===== config.mk =====
export PLATFORM = sky130hd
export DESIGN_NAME = rv_pipeline_top
export DESIGN_NICKNAME = d
export VERILOG_FILES = /design/src/rv_core_pkg.sv /design/src/alu.sv /design/src/imem_fetch.sv /design/src/inst_decode.sv /design/src/qed_commit_check.sv /design/src/qed_dup.sv /design/src/regfile.sv /design/src/rv_pipeline_top.sv
export SDC_FILE = /design/constraint.sdc
export NUM_CORES = 2
export LEC_CHECK = 0
export BUFFER_PORTS_ARGS = -buffer_cell sky130_fd_sc_hd__buf_4
export CAP_MARGIN = 10
export CORE_ASPECT_RATIO = 1.4
export CORE_MARGIN = 3
export CORE_UTILIZATION = 58
export DETAILED_ROUTE_END_ITERATION = 8
export HOLD_SLACK_MARGIN = 0.06
export PLACE_DENSITY_LB_ADDON = 0.12
export SETUP_SLACK_MARGIN = 0.02
export SKIP_LAST_GASP = 1
export SYNTH_ARGS = -nofsm -noshare
export SYNTH_HDL_FRONTEND = slang
export SYNTH_HIERARCHICAL = 1
export SYNTH_SLANG_ARGS = --single-unit

===== constraint.sdc =====
create_clock -name clk -period 5.7 [get_ports clk]
set_input_delay 0.57 -clock clk [delete_from_list [all_inputs] [get_ports clk]]
set_output_delay 0.57 -clock clk [all_outputs]
set_load 0.02 [all_outputs]

===== src/rv_core_pkg.sv =====
`default_nettype none

package rv_core_pkg;

    // datapath and register index widths
    localparam int XLEN           = 32;
    localparam int REG_ADDR_WIDTH = 5;
    // x16..x31 belong to the duplicate stream
    localparam int QED_SHADOW_BIT = 4;

    // first fetch address
    localparam logic [XLEN-1:0] RESET_PC = 32'h0000_0200;
    // addi x0, x0, 0
    localparam logic [XLEN-1:0] NOP_INST = 32'h0000_0013;

    // major opcodes that are executed
    localparam logic [6:0] OPCODE_OP     = 7'b0110011;
    localparam logic [6:0] OPCODE_OP_IMM = 7'b0010011;

    // funct3 values, shared by both ALU groups
    localparam logic [2:0] FUNCT3_ADD_SUB = 3'b000;
    localparam logic [2:0] FUNCT3_SLL     = 3'b001;
    localparam logic [2:0] FUNCT3_SLT     = 3'b010;
    localparam logic [2:0] FUNCT3_SLTU    = 3'b011;
    localparam logic [2:0] FUNCT3_XOR     = 3'b100;
    localparam logic [2:0] FUNCT3_SRL_SRA = 3'b101;
    localparam logic [2:0] FUNCT3_OR      = 3'b110;
    localparam logic [2:0] FUNCT3_AND     = 3'b111;
    // sub and sra
    localparam logic [6:0] FUNCT7_ALT     = 7'b0100000;

    // ALU operation codes
    localparam int ALU_OP_WIDTH = 4;
    localparam logic [ALU_OP_WIDTH-1:0] ALU_ADD  = 4'd0;
    localparam logic [ALU_OP_WIDTH-1:0] ALU_SUB  = 4'd1;
    localparam logic [ALU_OP_WIDTH-1:0] ALU_SLL  = 4'd2;
    localparam logic [ALU_OP_WIDTH-1:0] ALU_SLT  = 4'd3;
    localparam logic [ALU_OP_WIDTH-1:0] ALU_SLTU = 4'd4;
    localparam logic [ALU_OP_WIDTH-1:0] ALU_XOR  = 4'd5;
    localparam logic [ALU_OP_WIDTH-1:0] ALU_SRL  = 4'd6;
    localparam logic [ALU_OP_WIDTH-1:0] ALU_SRA  = 4'd7;
    localparam logic [ALU_OP_WIDTH-1:0] ALU_OR   = 4'd8;
    localparam logic [ALU_OP_WIDTH-1:0] ALU_AND  = 4'd9;

    // original and duplicate commit counters
    localparam int COMMIT_CNT_WIDTH = 5;

    // one instruction word, seen as R-type or I-type
    typedef union packed {
        struct packed {
            logic [6:0]                funct7;
            logic [REG_ADDR_WIDTH-1:0] rs2;
            logic [REG_ADDR_WIDTH-1:0] rs1;
            logic [2:0]                funct3;
            logic [REG_ADDR_WIDTH-1:0] rd;
            logic [6:0]                opcode;
        } r;
        struct packed {
            logic [11:0]               imm12;
            logic [REG_ADDR_WIDTH-1:0] rs1;
            logic [2:0]                funct3;
            logic [REG_ADDR_WIDTH-1:0] rd;
            logic [6:0]                opcode;
        } i;
    } inst_word_t;

endpackage

`default_nettype wire


===== src/alu.sv =====
`timescale 1ns/1ps
`default_nettype none

module alu import rv_core_pkg::*; (
    input  wire [ALU_OP_WIDTH-1:0] op,
    input  wire [XLEN-1:0]         in1,
    input  wire [XLEN-1:0]         in2,
    output logic [XLEN-1:0]        out
);

    // shift amount from low bits of the second operand
    logic [4:0] shamt;

    assign shamt = in2[4:0];

    always_comb begin
        case (op)
            ALU_ADD: out = in1 + in2;
            ALU_SUB: out = in1 - in2;
            ALU_SLL: out = in1 << shamt;
            // compares give 0 or 1
            ALU_SLT: begin
                out = {{(XLEN-1){1'b0}}, $signed(in1) < $signed(in2)};
            end
            ALU_SLTU: begin
                out = {{(XLEN-1){1'b0}}, in1 < in2};
            end
            ALU_XOR: out = in1 ^ in2;
            ALU_SRL: out = in1 >> shamt;
            // arithmetic shift keeps the sign
            ALU_SRA: out = $unsigned($signed(in1) >>> shamt);
            ALU_OR:  out = in1 | in2;
            ALU_AND: out = in1 & in2;
            // unused codes
            default: out = '0;
        endcase
    end

endmodule

`default_nettype wire


===== src/imem_fetch.sv =====
`timescale 1ns/1ps
`default_nettype none

module imem_fetch import rv_core_pkg::*; (
    input  wire              clk,
    input  wire              reset,
    input  wire              fetch_hold,
    input  wire              imem_ack,
    input  wire [XLEN-1:0]   imem_dat,
    output logic             imem_cyc,
    output logic             imem_stb,
    output logic [XLEN-1:0]  imem_adr,
    output logic             fetch_valid,
    output inst_word_t       fetch_inst
);

    // program counter, only ever steps forward
    logic [XLEN-1:0] pc;
    // set one edge after reset, then stays up
    logic            run;

    always_ff @(posedge clk) begin
        if (reset) begin
            run <= 1'b0;
            pc  <= RESET_PC;
        end else begin
            run <= 1'b1;
            // next word once the slave has acked
            if (fetch_valid) begin
                pc <= pc + XLEN'(4);
            end
        end
    end

    // back-to-back reads
    // one idle cycle while a duplicate goes out
    assign imem_cyc = run && !fetch_hold;
    assign imem_stb = run && !fetch_hold;
    assign imem_adr = pc;

    // transfer ends on stb and ack together
    assign fetch_valid = imem_stb && imem_ack;
    assign fetch_inst  = imem_dat;

    a_stb_in_cycle: assert property (@(posedge clk) disable iff (reset)
        imem_stb |-> imem_cyc);

    // a stalled request keeps its address and stays up
    a_adr_stable: assert property (@(posedge clk) disable iff (reset)
        imem_stb && !imem_ack |=> imem_stb && $stable(imem_adr));

endmodule

`default_nettype wire


===== src/inst_decode.sv =====
`timescale 1ns/1ps
`default_nettype none

module inst_decode import rv_core_pkg::*; (
    input  wire inst_word_t           inst,
    output logic [ALU_OP_WIDTH-1:0]   alu_op,
    output logic                      use_imm,
    output logic [XLEN-1:0]           imm,
    output logic [REG_ADDR_WIDTH-1:0] rs1_addr,
    output logic [REG_ADDR_WIDTH-1:0] rs2_addr,
    output logic [REG_ADDR_WIDTH-1:0] rd_addr,
    output logic                      wr_reg
);

    // kept opcode with legal function bits
    logic legal;
    // upper seven bits of either view
    logic f7_zero;
    logic f7_alt;

    // funct3 plus alternate bit to ALU operation, same for both groups
    function automatic logic [ALU_OP_WIDTH-1:0] alu_sel(
        input logic [2:0] funct3,
        input logic       alt
    );
        logic [ALU_OP_WIDTH-1:0] sel;
        case (funct3)
            FUNCT3_ADD_SUB: sel = alt ? ALU_SUB : ALU_ADD;
            FUNCT3_SLL:     sel = ALU_SLL;
            FUNCT3_SLT:     sel = ALU_SLT;
            FUNCT3_SLTU:    sel = ALU_SLTU;
            FUNCT3_XOR:     sel = ALU_XOR;
            FUNCT3_SRL_SRA: sel = alt ? ALU_SRA : ALU_SRL;
            FUNCT3_OR:      sel = ALU_OR;
            default:        sel = ALU_AND;
        endcase
        return sel;
    endfunction

    assign f7_zero = (inst.r.funct7 == 7'b0);
    assign f7_alt  = (inst.r.funct7 == FUNCT7_ALT);

    // sign-extended I-type immediate, shifts only look at the low five bits
    assign imm = {{(XLEN-12){inst.i.imm12[11]}}, inst.i.imm12};

    always_comb begin
        alu_op   = ALU_ADD;
        use_imm  = 1'b0;
        legal    = 1'b0;
        rs1_addr = inst.r.rs1;
        rs2_addr = '0;
        rd_addr  = inst.r.rd;
        case (inst.r.opcode)
            OPCODE_OP: begin
                rs2_addr = inst.r.rs2;
                alu_op   = alu_sel(inst.r.funct3, f7_alt);
                // alternate form only for sub and sra
                legal    = f7_zero || (f7_alt &&
                           (inst.r.funct3 == FUNCT3_ADD_SUB ||
                            inst.r.funct3 == FUNCT3_SRL_SRA));
            end
            OPCODE_OP_IMM: begin
                use_imm  = 1'b1;
                rs1_addr = inst.i.rs1;
                rd_addr  = inst.i.rd;
                // no subi, so alt only matters for srai
                alu_op   = alu_sel(inst.i.funct3,
                                   f7_alt && inst.i.funct3 == FUNCT3_SRL_SRA);
                case (inst.i.funct3)
                    FUNCT3_SLL:     legal = f7_zero;
                    FUNCT3_SRL_SRA: legal = f7_zero || f7_alt;
                    default:        legal = 1'b1;
                endcase
            end
            default: begin
                // lui, auipc and everything else retire as bubbles
                legal = 1'b0;
            end
        endcase
    end

    // x0 destinations never reach writeback
    assign wr_reg = legal && (rd_addr != '0);

endmodule

`default_nettype wire


===== src/qed_commit_check.sv =====
`timescale 1ns/1ps
`default_nettype none

module qed_commit_check import rv_core_pkg::*; (
    input  wire                      clk,
    input  wire                      reset,
    input  wire                      qed_mode,
    input  wire                      commit_valid,
    input  wire [REG_ADDR_WIDTH-1:0] commit_rd,
    output logic                     chk_en
);

    logic [COMMIT_CNT_WIDTH-1:0] orig_cnt;
    logic [COMMIT_CNT_WIDTH-1:0] dup_cnt;
    // rd 1..15 is an original, rd 16..31 a duplicate
    logic                        orig_commit;
    logic                        dup_commit;

    assign orig_commit = commit_valid && commit_rd != '0 && !commit_rd[QED_SHADOW_BIT];
    assign dup_commit  = commit_valid && commit_rd[QED_SHADOW_BIT];

    // counters wrap, only equality matters
    always_ff @(posedge clk) begin
        if (reset || !qed_mode) begin
            orig_cnt <= '0;
            dup_cnt  <= '0;
        end else begin
            orig_cnt <= orig_cnt + COMMIT_CNT_WIDTH'(orig_commit);
            dup_cnt  <= dup_cnt + COMMIT_CNT_WIDTH'(dup_commit);
        end
    end

    // both streams have retired the same work
    assign chk_en = qed_mode && (orig_cnt == dup_cnt);

endmodule

`default_nettype wire


===== src/qed_dup.sv =====
`timescale 1ns/1ps
`default_nettype none

module qed_dup import rv_core_pkg::*; (
    input  wire              clk,
    input  wire              reset,
    input  wire              qed_mode,
    input  wire              fetch_valid,
    input  wire inst_word_t  fetch_inst,
    output logic             fetch_hold,
    output logic             issue_valid,
    output inst_word_t       issue_inst,
    output logic             issue_is_dup
);

    // duplicate waiting for its slot
    logic       dup_pending;
    inst_word_t dup_inst;

    // move a register index into the upper half, x0 stays x0
    function automatic logic [REG_ADDR_WIDTH-1:0] shadow_reg(
        input logic [REG_ADDR_WIDTH-1:0] idx
    );
        logic [REG_ADDR_WIDTH-1:0] res;
        res = idx;
        if (idx != '0) begin
            res[QED_SHADOW_BIT] = 1'b1;
        end
        return res;
    endfunction

    function automatic inst_word_t make_dup(input inst_word_t orig);
        inst_word_t dup;
        dup       = orig;
        dup.r.rd  = shadow_reg(orig.r.rd);
        dup.r.rs1 = shadow_reg(orig.r.rs1);
        // rs2 field is immediate bits outside R-type
        if (orig.r.opcode == OPCODE_OP) begin
            dup.r.rs2 = shadow_reg(orig.r.rs2);
        end
        return dup;
    endfunction

    always_ff @(posedge clk) begin
        if (reset) begin
            dup_pending <= 1'b0;
        end else begin
            dup_pending <= qed_mode && fetch_valid;
        end
    end

    // captured from every original
    always_ff @(posedge clk) begin
        if (fetch_valid) begin
            dup_inst <= make_dup(fetch_inst);
        end
    end

    // fetch idles while the duplicate issues
    assign fetch_hold   = dup_pending;
    assign issue_valid  = fetch_valid || dup_pending;
    assign issue_inst   = dup_pending ? dup_inst : fetch_inst;
    assign issue_is_dup = dup_pending;

    a_dup_rd_shadow: assert property (@(posedge clk) disable iff (reset)
        issue_valid && issue_is_dup |->
            issue_inst.r.rd == '0 || issue_inst.r.rd[QED_SHADOW_BIT]);

    // fetch has to honor the hold, so the two never collide
    a_no_overlap: assert property (@(posedge clk) disable iff (reset)
        dup_pending |-> !fetch_valid);

endmodule

`default_nettype wire


===== src/regfile.sv =====
`timescale 1ns/1ps
`default_nettype none

module regfile import rv_core_pkg::*; (
    input  wire                      clk,
    input  wire [REG_ADDR_WIDTH-1:0] ra1,
    input  wire [REG_ADDR_WIDTH-1:0] ra2,
    output logic [XLEN-1:0]          rd1,
    output logic [XLEN-1:0]          rd2,
    input  wire                      wen,
    input  wire [REG_ADDR_WIDTH-1:0] wa,
    input  wire [XLEN-1:0]           wd
);

    // x1..x31, x0 has no storage
    logic [XLEN-1:0] regs [1:(2**REG_ADDR_WIDTH)-1];

    always_ff @(posedge clk) begin
        if (wen && wa != '0) begin
            regs[wa] <= wd;
        end
    end

    // combinational reads
    // same-cycle write is covered by the bypass upstream
    assign rd1 = (ra1 == '0) ? '0 : regs[ra1];
    assign rd2 = (ra2 == '0) ? '0 : regs[ra2];

    // decode filters x0 before writeback
    a_no_x0_write: assert property (@(posedge clk)
        wen |-> wa != '0);

endmodule

`default_nettype wire


===== src/rv_pipeline_top.sv =====
`timescale 1ns/1ps
`default_nettype none

module rv_pipeline_top import rv_core_pkg::*; (
    input  wire                       clk,
    input  wire                       reset,
    input  wire                       qed_mode,
    output logic                      imem_cyc,
    output logic                      imem_stb,
    output logic [XLEN-1:0]           imem_adr,
    input  wire                       imem_ack,
    input  wire [XLEN-1:0]            imem_dat,
    output logic                      commit_valid,
    output logic [REG_ADDR_WIDTH-1:0] commit_rd,
    output logic [XLEN-1:0]           commit_data,
    output logic                      chk_en
);

    // fetch to qed
    logic                      fetch_hold;
    logic                      fetch_valid;
    inst_word_t                fetch_inst;
    // qed to decode/execute
    logic                      issue_valid;
    inst_word_t                issue_inst;
    logic                      issue_is_dup;
    // decode/execute stage
    inst_word_t                dx_inst;
    logic                      dx_is_dup;
    logic [ALU_OP_WIDTH-1:0]   alu_op;
    logic                      use_imm;
    logic [XLEN-1:0]           imm;
    logic [REG_ADDR_WIDTH-1:0] rs1_addr;
    logic [REG_ADDR_WIDTH-1:0] rs2_addr;
    logic [REG_ADDR_WIDTH-1:0] rd_addr;
    logic                      wr_reg;
    logic [XLEN-1:0]           rs1_data;
    logic [XLEN-1:0]           rs2_data;
    logic [XLEN-1:0]           rs1_byp;
    logic [XLEN-1:0]           rs2_byp;
    logic [XLEN-1:0]           alu_in2;
    logic [XLEN-1:0]           alu_out;
    // writeback stage
    logic                      wb_wr;
    logic [REG_ADDR_WIDTH-1:0] wb_rd;
    logic [XLEN-1:0]           wb_data;

    imem_fetch i_imem_fetch (
        .clk         (clk),
        .reset       (reset),
        .fetch_hold  (fetch_hold),
        .imem_ack    (imem_ack),
        .imem_dat    (imem_dat),
        .imem_cyc    (imem_cyc),
        .imem_stb    (imem_stb),
        .imem_adr    (imem_adr),
        .fetch_valid (fetch_valid),
        .fetch_inst  (fetch_inst)
    );

    qed_dup i_qed_dup (
        .clk          (clk),
        .reset        (reset),
        .qed_mode     (qed_mode),
        .fetch_valid  (fetch_valid),
        .fetch_inst   (fetch_inst),
        .fetch_hold   (fetch_hold),
        .issue_valid  (issue_valid),
        .issue_inst   (issue_inst),
        .issue_is_dup (issue_is_dup)
    );

    // empty issue slot becomes a nop, nothing stalls
    always_ff @(posedge clk) begin
        if (reset) begin
            dx_inst   <= NOP_INST;
            dx_is_dup <= 1'b0;
        end else begin
            dx_inst   <= issue_valid ? issue_inst : inst_word_t'(NOP_INST);
            dx_is_dup <= issue_valid && issue_is_dup;
        end
    end

    inst_decode i_inst_decode (
        .inst     (dx_inst),
        .alu_op   (alu_op),
        .use_imm  (use_imm),
        .imm      (imm),
        .rs1_addr (rs1_addr),
        .rs2_addr (rs2_addr),
        .rd_addr  (rd_addr),
        .wr_reg   (wr_reg)
    );

    regfile i_regfile (
        .clk (clk),
        .ra1 (rs1_addr),
        .ra2 (rs2_addr),
        .rd1 (rs1_data),
        .rd2 (rs2_data),
        .wen (wb_wr),
        .wa  (wb_rd),
        .wd  (wb_data)
    );

    // writeback result overrides a stale regfile read
    assign rs1_byp = (wb_wr && wb_rd == rs1_addr && rs1_addr != '0) ? wb_data : rs1_data;
    assign rs2_byp = (wb_wr && wb_rd == rs2_addr && rs2_addr != '0) ? wb_data : rs2_data;
    assign alu_in2 = use_imm ? imm : rs2_byp;

    alu i_alu (
        .op  (alu_op),
        .in1 (rs1_byp),
        .in2 (alu_in2),
        .out (alu_out)
    );

    always_ff @(posedge clk) begin
        if (reset) begin
            wb_wr <= 1'b0;
        end else begin
            wb_wr <= wr_reg;
        end
    end

    // result and destination, no reset needed
    always_ff @(posedge clk) begin
        wb_rd   <= rd_addr;
        wb_data <= alu_out;
    end

    // commit trace straight from writeback
    assign commit_valid = wb_wr;
    assign commit_rd    = wb_rd;
    assign commit_data  = wb_data;

    qed_commit_check i_qed_commit_check (
        .clk          (clk),
        .reset        (reset),
        .qed_mode     (qed_mode),
        .commit_valid (commit_valid),
        .commit_rd    (commit_rd),
        .chk_en       (chk_en)
    );

    // a duplicate that writes must land in the shadow half
    a_dup_writes_shadow: assert property (@(posedge clk) disable iff (reset)
        dx_is_dup && wr_reg |-> rd_addr[QED_SHADOW_BIT]);

endmodule

`default_nettype wire


# [Word-level counts from Yosys, hierarchy flattened]
# Memories as Yosys holds them, arrays and structs flattened. A register that Yosys moved wholly into a read port is not among the register bits.
# Index checks and enable logic that the tools add are counted.
[totals] register_bits=146 ram_bits=992 inputBits=36 out_inout_bits=73 elab_cells=108 memories=1
[classes] addsub=5 order_cmp=2 n_eq_ne=22 shifts=3 n_mux=24 bitwise_logic=4 n_reduce_logical=35
[mem_list] memory="i_regfile.regs" words=31 word_bits=32 read_ports=2 rd_clocked_by_memory_dff=1 write_ports=1 line_no="regfile.sv:16" source="logic [XLEN-1:0] regs [1:(2**REG_ADDR_WIDTH)-1];"
[op_table] cell="case mux 32 bit (10 select lines)" n=1
[op_table] cell="two-way mux 32 bit" n=6
[op_table] cell="< comparator 32 bit" n=2
[op_table] cell="case mux 4 bit (7 select lines)" n=2
[op_table] cell="nonzero test 5 bit" n=7
[op_table] cell="adder 32 x 3 -> 32 bit (second input constant)" n=1
[op_table] cell="adder 32 bit" n=1
[op_table] cell="bitwise AND 32 bit" n=1
[op_table] cell="bitwise OR 32 bit" n=1
[op_table] cell="left shift 32 x 5 -> 32 bit" n=1
[op_table] cell=">> shifter 32 x 5 -> 32 bit" n=1
[op_table] cell=">>> shifter 32 x 5 -> 32 bit" n=1
[op_table] cell="subtractor 32 bit" n=1
[op_table] cell="XOR 32 bit" n=1
[op_table] cell="== test 7 x 6 -> 1 bit (second input constant)" n=3
[op_table] cell="== test 4 x 3 -> 1 bit (second input constant)" n=4
[op_table] cell="== test 5 bit" n=3
[op_table] cell="two-way mux 5 bit" n=3
[op_table] cell="logical AND 1 bit" n=14
[op_table] cell="adder 5 x 1 -> 5 bit" n=2
[op_table] cell="zero test 5 bit" n=2
[op_table] cell="== test 3 bit (second input constant)" n=3
[op_table] cell="two-way mux 1 bit" n=9
[op_table] cell="== test 4 x 2 -> 1 bit (second input constant)" n=2
[op_table] cell="other kinds (14)" n=23

# [Logic depth before layout (Yosys ltp)]
[logic_depth] ltp_word=9 depth_mapped=29 mapped_depth_nobuf=21

# [By module]
# The synthesis kept the hierarchy.
[by_module_without_submodules] mod="regfile" instances=1 cells_per_inst=2593 area_per_inst_um2=46489.6 seq_area_each_um2=29788.6
[by_module_without_submodules] mod="alu" instances=1 cells_per_inst=1231 area_per_inst_um2=8196.6 seq_area_each_um2=0.0
[by_module_without_submodules] mod="rv_pipeline_top" instances=1 cells_per_inst=320 area_per_inst_um2=3329.4 seq_area_each_um2=1401.3
[by_module_without_submodules] mod="imem_fetch" instances=1 cells_per_inst=206 area_per_inst_um2=1719.1 seq_area_each_um2=620.6
[by_module_without_submodules] mod="qed_dup" instances=1 cells_per_inst=85 area_per_inst_um2=1586.5 seq_area_each_um2=980.9
[by_module_without_submodules] mod="inst_decode" instances=1 cells_per_inst=74 area_per_inst_um2=511.7 seq_area_each_um2=0.0
[by_module_without_submodules] mod="qed_commit_check" instances=1 cells_per_inst=46 area_per_inst_um2=459.2 seq_area_each_um2=200.2

# [Worst setup path after synthesis]
# OpenSTA, ideal clock, no wires.
[synth_timing] path_kind="reg2reg" start="register dx_inst[6] in the netlist's numbering" end="register wb_data[18] (netlist: commit_data[18])" setup_ns=0.137 arrival_time_ns=5.780 t_required_ns=5.563 slack_ns=-0.217 path_stages_with_launch=28 path_buffers=7 synth_period_minus_slack_ns=5.917 path_cell_list="dfxtp_1 nand4b_1 nor3_1 and3_1 buf_2 buf_4 buf_2 mux4_2 mux2_2 nand2_1 nand4_1 o31ai_1 a21oi_1 clkbuf_1 inv_2 buf_1 clkbuf_1 ha_1 buf_2 nor2_1 nor2_1 o221ai_2 a311oi_2 a21o_1 or3_1 a41oi_1 xor2_1 o221ai_1"
[synth_between] word_cells_on_any_way=33 cone_classes="2 x add/sub; 12 x eq/ne; 3 x shift; 7 x mux; 3 x bitwise; 5 x reduce/logical; 1 x memory"
[synth_rtl] item="start, declared" line_no="rv_pipeline_top.sv:28" source="inst_word_t dx_inst;"
[synth_rtl] item="start signal, assigned" line_no="rv_pipeline_top.sv:79" source="dx_inst <= issue_valid ? issue_inst : inst_word_t'(NOP_INST);"
[synth_rtl] item="== test 7 x 6 -> 1 bit *" line_no="inst_decode.sv:53" source="case (inst.r.opcode)"
[synth_rtl] item="two-way mux 5 bit *" line_no="inst_decode.sv:53"
[synth_rtl] item="via rs2_addr[0]" line_no="rv_pipeline_top.sv:34" source="logic [REG_ADDR_WIDTH-1:0] rs2_addr;"
[synth_rtl] item="memory (31 x 32 bit) / zero test 5 bit (equally long branches)"
[synth_rtl] item="two-way mux 32 bit *" line_no="regfile.sv:27" source="assign rd2 = (ra2 == '0) ? '0 : regs[ra2];"
[synth_rtl] item="via rs2_data[2]" line_no="rv_pipeline_top.sv:38" source="logic [XLEN-1:0] rs2_data;"
[synth_rtl] item="two-way mux 32 bit *" line_no="rv_pipeline_top.sv:108" source="assign rs2_byp = (wb_wr && wb_rd == rs2_addr && rs2_addr != '0) ? wb_data : rs2_data;"
[synth_rtl] item="two-way mux 32 bit *" line_no="rv_pipeline_top.sv:109" source="assign alu_in2 = use_imm ? imm : rs2_byp;"
[synth_rtl] item="via alu_in2[2]" line_no="rv_pipeline_top.sv:41" source="logic [XLEN-1:0] alu_in2;"
[synth_rtl] item="subtractor 32 bit (tied with other cells)" line_no="alu.sv:19" source="ALU_SUB: out = in1 - in2;"
[synth_rtl] item="case mux 32 bit (10 select lines) *" line_no="alu.sv:17" source="case (op)"
[synth_rtl] item="via alu_out[18]" line_no="rv_pipeline_top.sv:42" source="logic [XLEN-1:0] alu_out;"
[synth_rtl] item="end signal, assigned" line_no="rv_pipeline_top.sv:129" source="wb_data <= alu_out;"
[synth_rtl] item="end, declared" line_no="rv_pipeline_top.sv:46" source="logic [XLEN-1:0] wb_data;"
# Mark *: on every way through the listed nets, which the timed path passes. The rest lies on a longest branch.
# A chain may end at the register's enable or synchronous reset.

# [Worst setup path after layout]
[layout_timing] start="register dx_inst[6] in the netlist's numbering" end="register wb_data[18] (netlist: commit_data[18])"
[layout_between] word_cells_on_any_way=33 cone_classes="2 x add/sub; 12 x eq/ne; 3 x shift; 7 x mux; 3 x bitwise; 5 x reduce/logical; 1 x memory"
[layout_rtl] item="== test 7 x 6 -> 1 bit *" line_no="inst_decode.sv:53"
[layout_rtl] item="two-way mux 5 bit *" line_no="inst_decode.sv:53"
[layout_rtl] item="via rs2_addr[0]" line_no="rv_pipeline_top.sv:34"
[layout_rtl] item="memory (31 x 32 bit) / zero test 5 bit (equally long branches)"
[layout_rtl] item="two-way mux 32 bit *" line_no="regfile.sv:27"
[layout_rtl] item="via rs2_data[6]" line_no="rv_pipeline_top.sv:38"
[layout_rtl] item="two-way mux 32 bit *" line_no="rv_pipeline_top.sv:108"
[layout_rtl] item="two-way mux 32 bit *" line_no="rv_pipeline_top.sv:109"
[layout_rtl] item="via alu_in2[6]" line_no="rv_pipeline_top.sv:41"
[layout_rtl] item="subtractor 32 bit / adder 32 bit (equally long branches)" line_no="alu.sv:19, alu.sv:18"
[layout_rtl] item="case mux 32 bit (10 select lines) *" line_no="alu.sv:17"
[layout_rtl] item="via alu_out[18]" line_no="rv_pipeline_top.sv:42"
# Marks and branches as above.

==> insert_results.sql <==
INSERT INTO impl_metrics (metric_group, metric, value, unit) VALUES
('detailed_routing', 'num_vias', '45100', ''),
('cells_and_area', 'stdcell_count', '6485', ''),
('place', 'place_congestion', '1.04', ''),
('worst_setup_path', 'crit_fanout', '11', ''),
('detailed_routing', 'avgRoutedWirePerCell', '34.1', 'um'),
('floorplan', 'core_area', '106000', 'um^2'),
('clocking', 'clkLatencyLatePin', '0.73', 'ns'),
('timing', 'skew', '0.0457', 'ns'),
('clocking', 'clock_tree.buffer_depth', '3', ''),
('timing', 'timing.setup.tns', '0', 'ns'),
('worst_setup_path', 'element_type_at_the_critical_path_start', 'register', ''),
('clocking', 'tritoncts.num_buffers', '107', ''),
('global_routing', 'grt_pass1_vias', '45100', ''),
('timing', 'worst_pin_slew', '1.39', 'ns'),
('timing', 'finalCritPeriodShare', '98.8', '%'),
('timing', 'maxSlewViolCount', '0', ''),
('detailed_routing', 'drc', '0', ''),
('detailed_routing', 'detailedRoute.firstPassIterationCount', '6', ''),
('worst_setup_path', 'timing.critical_path.from', 'dx_inst[6]', ''),
('power', 'finalPower', '22.4', 'mW'),
('place', 'pre_cts_slack', '-0.542', 'ns'),
('worst_setup_path', 'r2r_start', 'dx_inst[6]', ''),
('status', 'outcome', 'completed', ''),
('power', 'clock_power_share', '33.8', '%'),
('power', 'p_int', '16.0', 'mW'),
('power', 'p_seq_share', '45.0', '%'),
('worst_setup_path', 'timing_worst_setup_path_type', 'reg2reg', ''),
('timing', 'layout_min_cycle_time', '5.63', 'ns'),
('run', 'maxCapViolCount', '0', ''),
('floorplan', 'die_w', '283', 'um'),
('detailed_routing', 'via_per_inst', '6.96', ''),
('power', 'p_leak', '24.4', 'nW'),
('global_routing', 'grt_pass1_wl', '312000', 'um'),
('floorplan', 'initial_core_utilization', '58.7', '%'),
('timing', 'rsz0062_at_grt', 'yes', ''),
('detailed_routing', 'detailedRoute.firstIterationViolations', '5121', ''),
('worst_setup_path', 'worst-endpoint-required', '6.26', 'ns'),
('logic_synthesis', 'ys_warn_count', '6', ''),
('place', 'port_buffers', '106', ''),
('timing', 'slew_headroom', '7.39', '%'),
('detailed_routing', 'routed_wirelength', '221000', 'um'),
('cells_and_area', 'final_util', '68.8', '%'),
('clocking', 'htreeDepth', '3', ''),
('cells_and_area', 'synthToLayoutAreaGrowth', '17.1', '%'),
('power', 'switching_share', '28.7', '%'),
('power', 'power_per_cell_area', '308', 'nW/um^2'),
('power', 'comb_power_share', '21.2', '%'),
('floorplan', 'fp-row-count', '141', ''),
('detailed_routing', 'ant_nets', '0', ''),
('floorplan', 'floorplan.die.height', '394', 'um'),
('global_routing', 'antenna_found_initial', '8', ''),
('logic_synthesis', 'synthesis.area', '62300', 'um^2'),
('worst_setup_path', 'crit_path_end_kind', 'register', ''),
('min_path', 'startpoint_of_the_most_critical_hold_path', 'qed_mode', ''),
('worst_setup_path', 'worstPathArrival', '6.19', 'ns'),
('cells_and_area', 'final_layout_size_suffix_gt1_share', '29.9', '%'),
('min_path', 'timing.hold.worst.class', 'in2reg', ''),
('cells_and_area', 'fill_cells', '7408', ''),
('power', 'worst_ir_drop_vdd', '0.336', 'mV'),
('worst_setup_path', 'rrSetupSlack', '0.07', 'ns'),
('timing', 'fmax', '178', 'MHz'),
('place', 'place_inst', '6187', ''),
('timing', 'final.setup.worst_slack', '0.0677', 'ns'),
('clocking', 'clock_tree_from_tritoncts', 'built', ''),
('clocking', 'clkSinkCount', '1136', ''),
('global_routing', 'grt_start_max_net_pins', '66', ''),
('logic_synthesis', 'syn-instance-count', '4554', ''),
('cells_and_area', 'total_nets_final', '5105', ''),
('clocking', 'clk_transition_reported_paths', '0.07', 'ns'),
('clocking', 'root_buffer', 'sky130_fd_sc_hd__clkbuf_16', ''),
('global_routing', 'gr-total-overflow', '0', ''),
('floorplan', 'ioPinCount', '109', ''),
('timing', 'finalHoldViolCount', '0', ''),
('place', 'dp_hpwl', '150000', 'um'),
('logic_synthesis', 'synth.avg_cell_area', '13.7', 'um^2'),
('floorplan', 'fp.dieArea', '111000', 'um^2'),
('global_routing', 'track_usage', '38.6', '%'),
('power', 'switchingPower', '6.45', 'mW'),
('timing', 'setup_viol', '0', '');
[power by group through the flow]
stage,sequential (mW),combinational [mW],clock (mW)
after global placement,10.3,4.39,0
after global routing,10.1,5.00,7.98
after floorplan,10.8,1.86,0
final,10.1,4.77,7.59
after detailed placement,10.3,4.41,0
after CTS,10.1,4.48,7.64
[metal layers]
layer | vias to the layer above | global-route usage (%) | routed length, um | part of all wire [%]
met5 | - | 0 | 58 | 0.026
met1 | 22700 | 44.8 | 73200 | 33
met2 | 2802 | 64.8 | 108000 | 49
li1 | 18800 | - | - | -
met3 | 807 | 7.21 | 20700 | 9.4
met4 | 8 | 27.3 | 18800 | 8.5
[through the flow]
stage               area (um^2)  hold slack (ns)
floorplan                 62300            0.414
finish                    72900            0.109
global placement          67500            0.328
detailed placement        67500            0.340
CTS                       71800           0.0693
global route              72900            0.101
[critical path, cell delays in order, from the launching register on]
cell	delay, ns
sky130_fd_sc_hd__dfxtp_1	0.29
sky130_fd_sc_hd__nand4b_1	0.24
sky130_fd_sc_hd__nor3_4	0.27
sky130_fd_sc_hd__buf_6	0.18
sky130_fd_sc_hd__and3_4	0.30
sky130_fd_sc_hd__buf_12	0.17
sky130_fd_sc_hd__buf_16	0.18
sky130_fd_sc_hd__buf_12	0.16
sky130_fd_sc_hd__mux4_2	0.50
sky130_fd_sc_hd__and2_1	0.19
sky130_fd_sc_hd__o21ai_2	0.25
sky130_fd_sc_hd__nand4_1	0.12
sky130_fd_sc_hd__o31ai_1	0.10
sky130_fd_sc_hd__a21oi_2	0.12
sky130_fd_sc_hd__inv_1	0.13
sky130_fd_sc_hd__ha_2	0.23
sky130_fd_sc_hd__buf_4	0.14
sky130_fd_sc_hd__nor2b_1	0.15
sky130_fd_sc_hd__o211ai_1	0.12
sky130_fd_sc_hd__a31oi_1	0.28
sky130_fd_sc_hd__a311oi_2	0.10
sky130_fd_sc_hd__clkbuf_16	0.20
sky130_fd_sc_hd__a21o_1	0.19
sky130_fd_sc_hd__or3_1	0.37
sky130_fd_sc_hd__a41oi_2	0.19
sky130_fd_sc_hd__xor2_1	0.16
sky130_fd_sc_hd__o221ai_1	0.11
[sequential cells by signal, summed over array words and instances, names as in the netlist]
register and count:
i_qed_dup/fetch_hold 1, commit_valid 1, i_qed_dup/dup_inst 32, commit_data 32
i_qed_commit_check/dup_cnt 5, dx_inst 32, i_imem_fetch/imem_adr 30, commit_rd 5
i_qed_commit_check/orig_cnt 5, i_imem_fetch/run 1, i_regfile/regs 992
[layout make-up]
class                   count  area (um^2)  share of cell area [%]
diodes                      4         10.0                  0.0137
clock buffers             135         2860                    3.92
clock inverters            62          857                    1.18
inverters                 101          383                   0.525
multi-input cells        2897        27500                    37.7
flip-flops and latches   1136        33000                    45.3
well taps                1430         1790                    2.45
repair buffers            720         6550                    8.98
[timing repair]
item	CTS	global route
hold buffers	29	0
hold endpoints to repair	29	0
gates cloned	2	9
pin swaps	14	57
buffers inserted	13	50
endpoints found under the setup margin	23	31
gates resized for setup	32	129
[layout by cell type (no fill, tap or decap), types with 81 or more instances in the layout]
cell and count:
sky130_fd_sc_hd__a21oi_1 230, sky130_fd_sc_hd__o21ai_0 97, sky130_fd_sc_hd__inv_1 91, sky130_fd_sc_hd__nor2b_1 81, sky130_fd_sc_hd__nor2_1 274, sky130_fd_sc_hd__ha_1 90
sky130_fd_sc_hd__nand2_1 194, sky130_fd_sc_hd__edfxtp_1 1024, sky130_fd_sc_hd__mux4_2 367, sky130_fd_sc_hd__buf_4 604, sky130_fd_sc_hd__dfxtp_1 106, sky130_fd_sc_hd__a22oi_1 94
sky130_fd_sc_hd__mux2i_1 362, sky130_fd_sc_hd__clkbuf_16 118
[path summary, 6_finish.rpt]
| path | endpoint | cells past startpoint |
|---|---|---|
| setup / recovery | commit_data[18] | 26 |
| hold / removal | i_qed_dup/fetch_hold | 3 |
| setup reg to reg | commit_data[18] | 26 |
| hold reg to reg | commit_rd[1] | 0 |
Power figures use the tool's default switching activity.
